**src/common/rv32_isa_pkg.sv**
```systemverilog
package rv32_isa_pkg;

    localparam int ILEN       = 32;
    localparam int XLEN       = 32;
    localparam int REG_ADDR_W = 5;
    localparam int OPCODE_W   = 7;
    localparam int FUNCT3_W   = 3;
    localparam int FUNCT7_W   = 7;

    // field positions in the instruction word
    localparam int RD_LSB     = 7;
    localparam int FUNCT3_LSB = 12;
    localparam int RS1_LSB    = 15;
    localparam int RS2_LSB    = 20;
    localparam int FUNCT7_LSB = 25;

    localparam int FUNCT7_ALT_BIT    = 5;   // sub / sra
    localparam int FUNCT7_MULDIV_BIT = 0;   // m extension on the reg opcode

    typedef enum logic [OPCODE_W-1:0] {
        op_lui   = 7'b0110111,
        op_auipc = 7'b0010111,
        op_imm   = 7'b0010011,
        op_reg   = 7'b0110011,
        op_br    = 7'b1100011,
        op_jal   = 7'b1101111,
        op_jalr  = 7'b1100111,
        op_load  = 7'b0000011,
        op_store = 7'b0100011
    } opcode_t;

    typedef enum logic [FUNCT3_W-1:0] {
        arith_f3_add  = 3'b000,     // also sub
        arith_f3_sll  = 3'b001,
        arith_f3_slt  = 3'b010,
        arith_f3_sltu = 3'b011,
        arith_f3_xor  = 3'b100,
        arith_f3_sr   = 3'b101,     // srl or sra
        arith_f3_or   = 3'b110,
        arith_f3_and  = 3'b111
    } arith_f3_t;

    // compare codes as they appear in branch funct3
    typedef enum logic [FUNCT3_W-1:0] {
        branch_f3_beq  = 3'b000,
        branch_f3_bne  = 3'b001,
        branch_f3_blt  = 3'b100,
        branch_f3_bge  = 3'b101,
        branch_f3_bltu = 3'b110,
        branch_f3_bgeu = 3'b111
    } branch_f3_t;

endpackage : rv32_isa_pkg
```
**src/common/decode_pkg.sv**
```systemverilog
package decode_pkg;
    import rv32_isa_pkg::*;

    // head of the instruction queue
    typedef struct packed {
        logic [ILEN-1:0] inst;
        logic [XLEN-1:0] pc;
        logic            valid;
    } fetch_pkt_t;

    typedef enum logic [2:0] {
        cls_alu,
        cls_cmp,
        cls_mul,
        cls_div,
        cls_br,
        cls_jal,
        cls_load,
        cls_store
    } op_class_t;

    // plain funct3 codes land on the same value
    typedef enum logic [FUNCT3_W-1:0] {
        alu_op_add = 3'd0,
        alu_op_sll = 3'd1,
        alu_op_sra = 3'd2,
        alu_op_sub = 3'd3,
        alu_op_xor = 3'd4,
        alu_op_srl = 3'd5,
        alu_op_or  = 3'd6,
        alu_op_and = 3'd7
    } alu_op_t;

    typedef enum logic {
        m1_rs1 = 1'b0,
        m1_pc  = 1'b1
    } m1_sel_t;

    typedef enum logic {
        m2_rs2 = 1'b0,
        m2_imm = 1'b1
    } m2_sel_t;

    typedef enum logic [2:0] {
        imm_none,
        imm_i,
        imm_s,
        imm_b,
        imm_u,
        imm_j
    } imm_fmt_t;

    // fields that travel down the pipe
    typedef struct packed {
        op_class_t             op_class;
        alu_op_t               alu_op;
        branch_f3_t            cmp_op;
        m1_sel_t               m1_sel;
        m2_sel_t               m2_sel;
        logic [REG_ADDR_W-1:0] rs1_addr;
        logic [REG_ADDR_W-1:0] rs2_addr;
        logic [REG_ADDR_W-1:0] rd_addr;
        logic                  use_rs1;
        logic                  use_rs2;
        logic [FUNCT3_W-1:0]   mem_funct3;
        logic [1:0]            mul_signed;  // {rs1 signed, rs2 signed}
        logic                  mul_high;
        logic                  div_signed;
        logic                  use_rem;
    } uop_ctrl_t;

    typedef struct packed {
        uop_ctrl_t uop;
        imm_fmt_t  imm_fmt;
        logic      legal;
    } ctrl_pkt_t;

    typedef struct packed {
        logic            valid;
        logic [XLEN-1:0] pc;
        uop_ctrl_t       uop;
        logic [XLEN-1:0] imm;
    } decode_pkt_t;

endpackage : decode_pkg

```
**src/source/decode_stage.sv**
```systemverilog
`timescale 1ns/1ps

module decode_stage
    import rv32_isa_pkg::*;
    import decode_pkg::*;
(
    input  logic        clk,
    input  logic        i_rst_n,

    input  fetch_pkt_t  i_fetch_pkt,
    input  logic        i_queue_empty,

    output decode_pkt_t o_decode_pkt
);

    ctrl_pkt_t       ctrl;
    logic [XLEN-1:0] imm;
    logic            stage_valid;
    decode_pkt_t     pkt_d;

    op_decode u_op_decode (
        .i_inst (i_fetch_pkt.inst),
        .o_ctrl (ctrl)
    );

    imm_gen u_imm_gen (
        .i_inst (i_fetch_pkt.inst),
        .i_fmt  (ctrl.imm_fmt),
        .o_imm  (imm)
    );

    // queue head only counts when the queue has something in it
    assign stage_valid = i_fetch_pkt.valid && !i_queue_empty && ctrl.legal;

    always_comb begin
        pkt_d = '0;     // bubbles leave as all zero
        if (stage_valid) begin
            pkt_d.valid = 1'b1;
            pkt_d.pc    = i_fetch_pkt.pc;
            pkt_d.uop   = ctrl.uop;
            pkt_d.imm   = imm;
        end
    end

    // loads every cycle
    always_ff @(posedge clk or negedge i_rst_n) begin
        if (!i_rst_n) begin
            o_decode_pkt <= '0;
        end else begin
            o_decode_pkt <= pkt_d;
        end
    end

endmodule : decode_stage

```
**src/decode/op_decode.sv**
```systemverilog
`timescale 1ns/1ps

module op_decode
    import rv32_isa_pkg::*;
    import decode_pkg::*;
(
    input  logic [ILEN-1:0] i_inst,
    output ctrl_pkt_t       o_ctrl
);

    opcode_t               opcode;
    arith_f3_t             funct3;
    logic [FUNCT7_W-1:0]   funct7;
    logic [REG_ADDR_W-1:0] rs1;
    logic [REG_ADDR_W-1:0] rs2;
    logic [REG_ADDR_W-1:0] rd;
    logic                  alt;
    logic                  is_mdu;

    op_class_t             arith_cls;
    alu_op_t               arith_alu;
    branch_f3_t            arith_cmp;

    assign opcode = opcode_t'(i_inst[OPCODE_W-1:0]);
    assign funct3 = arith_f3_t'(i_inst[FUNCT3_LSB +: FUNCT3_W]);
    assign funct7 = i_inst[FUNCT7_LSB +: FUNCT7_W];
    assign rs1    = i_inst[RS1_LSB +: REG_ADDR_W];
    assign rs2    = i_inst[RS2_LSB +: REG_ADDR_W];
    assign rd     = i_inst[RD_LSB +: REG_ADDR_W];
    assign alt    = funct7[FUNCT7_ALT_BIT];

    // sra wins over divu when both funct7 bits are set
    assign is_mdu = (opcode == op_reg) && funct7[FUNCT7_MULDIV_BIT]
                    && !(funct3 == arith_f3_sr && alt);

    // shared by the imm and reg forms
    always_comb begin
        arith_cls = cls_alu;
        arith_alu = alu_op_t'(funct3);
        arith_cmp = branch_f3_beq;
        unique case (funct3)
            arith_f3_slt: begin
                arith_cls = cls_cmp;
                arith_alu = alu_op_add;
                arith_cmp = branch_f3_blt;
            end
            arith_f3_sltu: begin
                arith_cls = cls_cmp;
                arith_alu = alu_op_add;
                arith_cmp = branch_f3_bltu;
            end
            arith_f3_sr: arith_alu = alt ? alu_op_sra : alu_op_srl;
            arith_f3_add: begin
                if (alt && opcode == op_reg)    // no subi
                    arith_alu = alu_op_sub;
            end
            default: ;
        endcase
    end

    always_comb begin
        o_ctrl       = '0;
        o_ctrl.legal = 1'b1;
        unique case (opcode)
            op_lui: begin
                o_ctrl.uop.op_class = cls_alu;
                o_ctrl.uop.alu_op   = alu_op_add;   // x0 + u_imm
                o_ctrl.uop.m1_sel   = m1_rs1;
                o_ctrl.uop.m2_sel   = m2_imm;
                o_ctrl.uop.use_rs1  = 1'b1;
                o_ctrl.uop.rs1_addr = '0;
                o_ctrl.uop.rd_addr  = rd;
                o_ctrl.imm_fmt      = imm_u;
            end
            op_auipc: begin
                o_ctrl.uop.op_class = cls_alu;
                o_ctrl.uop.alu_op   = alu_op_add;
                o_ctrl.uop.m1_sel   = m1_pc;
                o_ctrl.uop.m2_sel   = m2_imm;
                o_ctrl.uop.rd_addr  = rd;
                o_ctrl.imm_fmt      = imm_u;
            end
            op_imm: begin
                o_ctrl.uop.op_class = arith_cls;
                o_ctrl.uop.alu_op   = arith_alu;
                o_ctrl.uop.cmp_op   = arith_cmp;
                o_ctrl.uop.m1_sel   = m1_rs1;
                o_ctrl.uop.m2_sel   = m2_imm;
                o_ctrl.uop.use_rs1  = 1'b1;
                o_ctrl.uop.rs1_addr = rs1;
                o_ctrl.uop.rd_addr  = rd;
                o_ctrl.imm_fmt      = imm_i;
            end
            op_reg: begin
                o_ctrl.uop.m1_sel   = m1_rs1;
                o_ctrl.uop.m2_sel   = m2_rs2;
                o_ctrl.uop.use_rs1  = 1'b1;
                o_ctrl.uop.use_rs2  = 1'b1;
                o_ctrl.uop.rs1_addr = rs1;
                o_ctrl.uop.rs2_addr = rs2;
                o_ctrl.uop.rd_addr  = rd;
                if (is_mdu) begin
                    o_ctrl.uop.op_class = funct3[2] ? cls_div : cls_mul;
                    unique case (funct3)
                        arith_f3_add: o_ctrl.uop.mul_signed = 2'b11;   // mul
                        arith_f3_sll: begin                            // mulh
                            o_ctrl.uop.mul_signed = 2'b11;
                            o_ctrl.uop.mul_high   = 1'b1;
                        end
                        arith_f3_slt: begin                            // mulhsu
                            o_ctrl.uop.mul_signed = 2'b10;
                            o_ctrl.uop.mul_high   = 1'b1;
                        end
                        arith_f3_sltu: o_ctrl.uop.mul_high = 1'b1;     // mulhu
                        arith_f3_xor:  o_ctrl.uop.div_signed = 1'b1;   // div
                        arith_f3_sr:   o_ctrl.uop.div_signed = 1'b0;   // divu
                        arith_f3_or: begin                             // rem
                            o_ctrl.uop.div_signed = 1'b1;
                            o_ctrl.uop.use_rem    = 1'b1;
                        end
                        default: o_ctrl.uop.use_rem = 1'b1;            // remu
                    endcase
                end else begin
                    o_ctrl.uop.op_class = arith_cls;
                    o_ctrl.uop.alu_op   = arith_alu;
                    o_ctrl.uop.cmp_op   = arith_cmp;
                end
            end
            op_br: begin
                o_ctrl.uop.op_class = cls_br;
                o_ctrl.uop.cmp_op   = branch_f3_t'(funct3);
                o_ctrl.uop.m1_sel   = m1_rs1;
                o_ctrl.uop.m2_sel   = m2_rs2;
                o_ctrl.uop.use_rs1  = 1'b1;
                o_ctrl.uop.use_rs2  = 1'b1;
                o_ctrl.uop.rs1_addr = rs1;
                o_ctrl.uop.rs2_addr = rs2;
                o_ctrl.uop.rd_addr  = '0;           // no writeback
                o_ctrl.imm_fmt      = imm_b;
            end
            op_jal: begin
                o_ctrl.uop.op_class = cls_jal;
                o_ctrl.uop.alu_op   = alu_op_add;   // target = pc + j_imm
                o_ctrl.uop.m1_sel   = m1_pc;
                o_ctrl.uop.m2_sel   = m2_imm;
                o_ctrl.uop.rd_addr  = rd;
                o_ctrl.imm_fmt      = imm_j;
            end
            op_jalr: begin
                o_ctrl.uop.op_class = cls_jal;
                o_ctrl.uop.alu_op   = alu_op_add;
                o_ctrl.uop.m1_sel   = m1_rs1;
                o_ctrl.uop.m2_sel   = m2_imm;
                o_ctrl.uop.use_rs1  = 1'b1;
                o_ctrl.uop.rs1_addr = rs1;
                o_ctrl.uop.rd_addr  = rd;
                o_ctrl.imm_fmt      = imm_i;
            end
            op_load: begin
                o_ctrl.uop.op_class   = cls_load;
                o_ctrl.uop.use_rs1    = 1'b1;
                o_ctrl.uop.rs1_addr   = rs1;
                o_ctrl.uop.rd_addr    = rd;
                o_ctrl.uop.mem_funct3 = funct3;
                o_ctrl.imm_fmt        = imm_i;
            end
            op_store: begin
                o_ctrl.uop.op_class   = cls_store;
                o_ctrl.uop.use_rs1    = 1'b1;
                o_ctrl.uop.use_rs2    = 1'b1;
                o_ctrl.uop.rs1_addr   = rs1;
                o_ctrl.uop.rs2_addr   = rs2;
                o_ctrl.uop.rd_addr    = '0;
                o_ctrl.uop.mem_funct3 = funct3;
                o_ctrl.imm_fmt        = imm_s;
            end
            default: o_ctrl.legal = 1'b0;   // unknown opcode is dropped
        endcase
    end

endmodule : op_decode

```
**src/decode/imm_gen.sv**
```systemverilog
`timescale 1ns/1ps

module imm_gen
    import rv32_isa_pkg::*;
    import decode_pkg::*;
(
    input  logic [ILEN-1:0] i_inst,
    input  imm_fmt_t        i_fmt,
    output logic [XLEN-1:0] o_imm
);

    logic [XLEN-1:0] imm_i_val;
    logic [XLEN-1:0] imm_s_val;
    logic [XLEN-1:0] imm_b_val;
    logic [XLEN-1:0] imm_u_val;
    logic [XLEN-1:0] imm_j_val;

    // all formats sign extend from inst[31]
    assign imm_i_val = {{(XLEN-11){i_inst[31]}}, i_inst[30:20]};
    assign imm_s_val = {{(XLEN-11){i_inst[31]}}, i_inst[30:25], i_inst[11:7]};
    assign imm_b_val = {{(XLEN-12){i_inst[31]}}, i_inst[7], i_inst[30:25],
                        i_inst[11:8], 1'b0};
    assign imm_u_val = {i_inst[31:12], 12'h000};
    assign imm_j_val = {{(XLEN-20){i_inst[31]}}, i_inst[19:12], i_inst[20],
                        i_inst[30:21], 1'b0};

    always_comb begin
        unique case (i_fmt)
            imm_i:   o_imm = imm_i_val;
            imm_s:   o_imm = imm_s_val;
            imm_b:   o_imm = imm_b_val;
            imm_u:   o_imm = imm_u_val;
            imm_j:   o_imm = imm_j_val;
            default: o_imm = '0;    // imm_none
        endcase
    end

endmodule : imm_gen

```
**config.mk**
```make
export PLATFORM = sky130hd
export DESIGN_NAME = decode_stage
export DESIGN_NICKNAME = d
export VERILOG_FILES = /design/src/common/rv32_isa_pkg.sv /design/src/common/decode_pkg.sv /design/src/source/decode_stage.sv /design/src/decode/op_decode.sv /design/src/decode/imm_gen.sv
export SDC_FILE = /design/constraint.sdc
export NUM_CORES = 1
export LEC_CHECK = 0
export BUFFER_PORTS_ARGS = -buffer_cell sky130_fd_sc_hd__buf_4
export CAP_MARGIN = 20
export CORE_UTILIZATION = 40
export CTS_BUF_LIST = sky130_fd_sc_hd__clkbuf_8
export CTS_CLUSTER_SIZE = 25
export DETAILED_ROUTE_END_ITERATION = 7
export HOLD_SLACK_MARGIN = 0.02
export PLACE_DENSITY = 0.73
export SLEW_MARGIN = 10
export SYNTH_ARGS = -nofsm -noshare
export SYNTH_HDL_FRONTEND = slang
export SYNTH_SLANG_ARGS = --single-unit
```
**constraint.sdc**
```tcl
create_clock -name clk -period 0.8 [get_ports clk]
set_input_delay 0.16 -clock clk [delete_from_list [all_inputs] [get_ports clk]]
set_output_delay 0.16 -clock clk [all_outputs]
set_load 0.01 [all_outputs]
```
==> key figures <==
Floorplanning
  – Boundary pin count: 169
  – Floorplan core area: 9770 µm²
  – Overall die area: 10500 µm²
  – Die extent in y: 102 µm
  – Starting Density: 41.2%
  – Floorplan die width: 102 µm
  – Count of standard-cell rows: 36

Route
  – Violation count after the first detailed-routing iteration: 327
  – Count of nets left with antenna violations after detail routing: 0
  – Length of the first detailed-routing pass in iterations: 5
  – Overall via count from detail_route: 4168
  – Routed WL per cell: 23.0 µm
  – Residual DRC count: 0
  – Routed vias/inst: 5.41
  – Total routed wirelength: 17700 µm

Synthesis
  – Complex-gate fraction of the synthesized area: 10.3%
  – Main flop type after synthesis: sky130_fd_sc_hd__dfrtp_1
  – Combinational family with the most area after synthesis: simple AND/OR/NAND/NOR gates
  – Post-synthesis mux area share: 0.249%
  – Post-Synth Simple-Gate Area: 22.4%
  – Ranking of synthesized cells by area: sky130_fd_sc_hd__dfrtp_1, sky130_fd_sc_hd__and3_1, sky130_fd_sc_hd__and2_1
  – Cell Area, Synth: 4030 µm²
  – Adder-cell share of the synthesized area: 0%
  – Avg Synthesized Cell Area: 11.9 µm²
  – Area fraction of the dominant cell type after synthesis: 62.8%
  – Share of synthesized flip-flops with an asynchronous set or reset: 100%
  – Sequential element share of the synthesized area: 62.8%
  – Cell count after synthesis: 338
  – Register bit count reported by yosys: 101
  – Mapped Nets: 406
  – Number of warnings printed during yosys synthesis: 0
  – Top cell type by total area after synthesis: sky130_fd_sc_hd__dfrtp_1
  – Most numerous cell in the Yosys netlist: sky130_fd_sc_hd__dfrtp_1
  – Post-Synth XOR/XNOR Area: 0.218%
  – Library cells used by synthesis: 50
  – Number of enable-type register cells in the synthesized netlist: 0
  – Top cells by count, synth: sky130_fd_sc_hd__dfrtp_1, sky130_fd_sc_hd__and3_1, sky130_fd_sc_hd__nand2_1

Placed design
  – Final HPWL DP: 8380 µm
  – RePlAce Congestion: 0.922
  – Worst setup slack after placement: -0.741 ns
  – Number of port buffers: 168

Finish
  – Antenna Diode Count: 0
  – Register containing the most flip-flops in the final layout: o_decode_pkt
  – Fraction of final layout cells with drive strength greater than 1: 66.6%
  – Largest register FFs: 101
  – Seq. cell area: 2530 µm²
  – Layout-stage area growth over the synthesis result: 105%
  – Filler cells: 443
  – Fraction of the core area covered by cells at the end of the flow: 84.6%
  – Regs by FF count: o_decode_pkt x101
  – Nets: 700
  – Area occupied by multi-input gates: 2080 µm²

Pwr
  – Final total power: 10.2 mW
  – Power density cells: 1240 nW/µm²
  – Leakage power: 3.97 nW
  – Worst VDD drop: 0.000816 V

Global routing
  – Number of global-route vias before repair: 4102
  – Grt total ovfl: 0
  – All-layer global routing usage: 30.0%
  – Wire length of the first global-routing pass: 23000 µm
  – Pin count of the biggest net entering global routing: 57
  – Number of antenna violations at the first check in global routing: 0

Timing
  – Relative slew slack: 66.0%
  – Final Hold Fails: 0
  – Setup tns final: -40.40 ns
  – Unrepaired setup endpoints after global routing: true
  – Worst setup margin: -0.345 ns
  – Final count of pins violating max slew: 0
  – Final Cycle Share: 143%
  – Highest attainable clock frequency: 873 MHz
  – Measured slew at the worst slew-check pin: 0.505 ns
  – Final count of negative-setup-slack endpoints: 199
  – Time the final worst path needs with I/O delays and setup: 1.15 ns

CTS
  – Number of buffers created by CTS: 9
  – CTS tree: yes
  – Root cell of the clock tree: sky130_fd_sc_hd__clkbuf_8
  – Clock H-tree levels: 3
  – Clock input transition at the sequential cells of the worst setup and hold paths: 0.11 ns
  – Clock sink count: 101
  – Bufs on Longest Clock Path: 2

Run status
  – Violations in the final reports: negative setup slack
  – Status: complete, but fails checks

Worst setup path
  – Worst Setup Start Kind: input port
  – Data required, critical path: 1.11 ns
  – Largest fanout of any net on the critical path: 8
  – Kind of end point of the critical path: register
  – WS Path Type: in2reg
  – CP Data Arrival Time: 1.46 ns

Job
  – Total of max-cap violations: 0

Min path
  – Path category of the worst min-delay check: in2reg
## stage by stage
step	cells	instance area, µm²	hold slack, ns
3_5_place_dp	689	6080	-0.0287
5_1_grt	770	8270	0.0179
4_1_cts	756	7820	0.0200
2_1_floorplan	338	4240	-0.136
6_report	770	8270	0.0258
3_3_place_gp	689	6080	-0.0316
## cell families after synthesis
logic type,count (synthesis)
simple gates,151
flops,101
compound gates,55
buf+inv,29
xor+xnor,1
mux,1
## path summary, 6_finish.rpt
check,from,end,slack [ns],cells past startpoint
worst max-delay path,i_fetch_pkt[39],o_decode_pkt[12],-0.35,5
worst min-delay path,i_fetch_pkt[21],o_decode_pkt[88],0.03,2
max in group asynchronous,i_rst_n,o_decode_pkt[60],0.18,3
min in group asynchronous,i_rst_n,o_decode_pkt[45],0.11,2
## cell type report
cell class	count	area share (%)
Clock buffer	9	1.50
Sequential cell	101	30.6
Inverter	6	0.272
Timing Repair Buffer	306	39.9
Clock inverter	7	0.635
Multi-Input combinational cell	208	25.1
Tap cell	133	2.01
## routing by layer
| layer | global-route usage (%) | share of wire (%) |
|---|---|---|
| met3 | 5.06 | 6.9 |
| met5 | 0 | 0 |
| met2 | 52.0 | 53 |
| met4 | 11.8 | 4.0 |
| met1 | 37.6 | 36 |
## cell usage in the layout (no fill, tap or decap), types with 11 or more instances in the layout
| cell type | n |
|---|---|
| sky130_fd_sc_hd__a21oi_2 | 20 |
| sky130_fd_sc_hd__and2_1 | 11 |
| sky130_fd_sc_hd__and3_1 | 18 |
| sky130_fd_sc_hd__and3_4 | 15 |
| sky130_fd_sc_hd__buf_12 | 16 |
| sky130_fd_sc_hd__buf_4 | 117 |
| sky130_fd_sc_hd__buf_6 | 130 |
| sky130_fd_sc_hd__dfrtp_1 | 101 |
| sky130_fd_sc_hd__dlygate4sd3_1 | 25 |
| sky130_fd_sc_hd__nand2_1 | 17 |
| sky130_fd_sc_hd__nor2_4 | 13 |
## worst max-delay path: stages
cell	delay, ns
sky130_fd_sc_hd__buf_12	0.11
sky130_fd_sc_hd__or3_4	0.41
sky130_fd_sc_hd__a211oi_4	0.43
sky130_fd_sc_hd__o21ai_4	0.17
sky130_fd_sc_hd__a21oi_2	0.17
## what timing repair did
action,in CTS,in global routing
hold buffers,16,9
setup endpoints to repair,201,200
cloned,8,4
pin swaps,44,33
setup buffers,27,7
endpoints found under the hold margin,116,9
resized for setup,232,66
## where the power goes
group / internal, mW / switching, mW
Combinational: 0.995 / 0.896
Clock: 1.16 / 2.04
Sequential: 5.12 / 0.00924
Note: power is estimated with default switching activity, not from simulation.
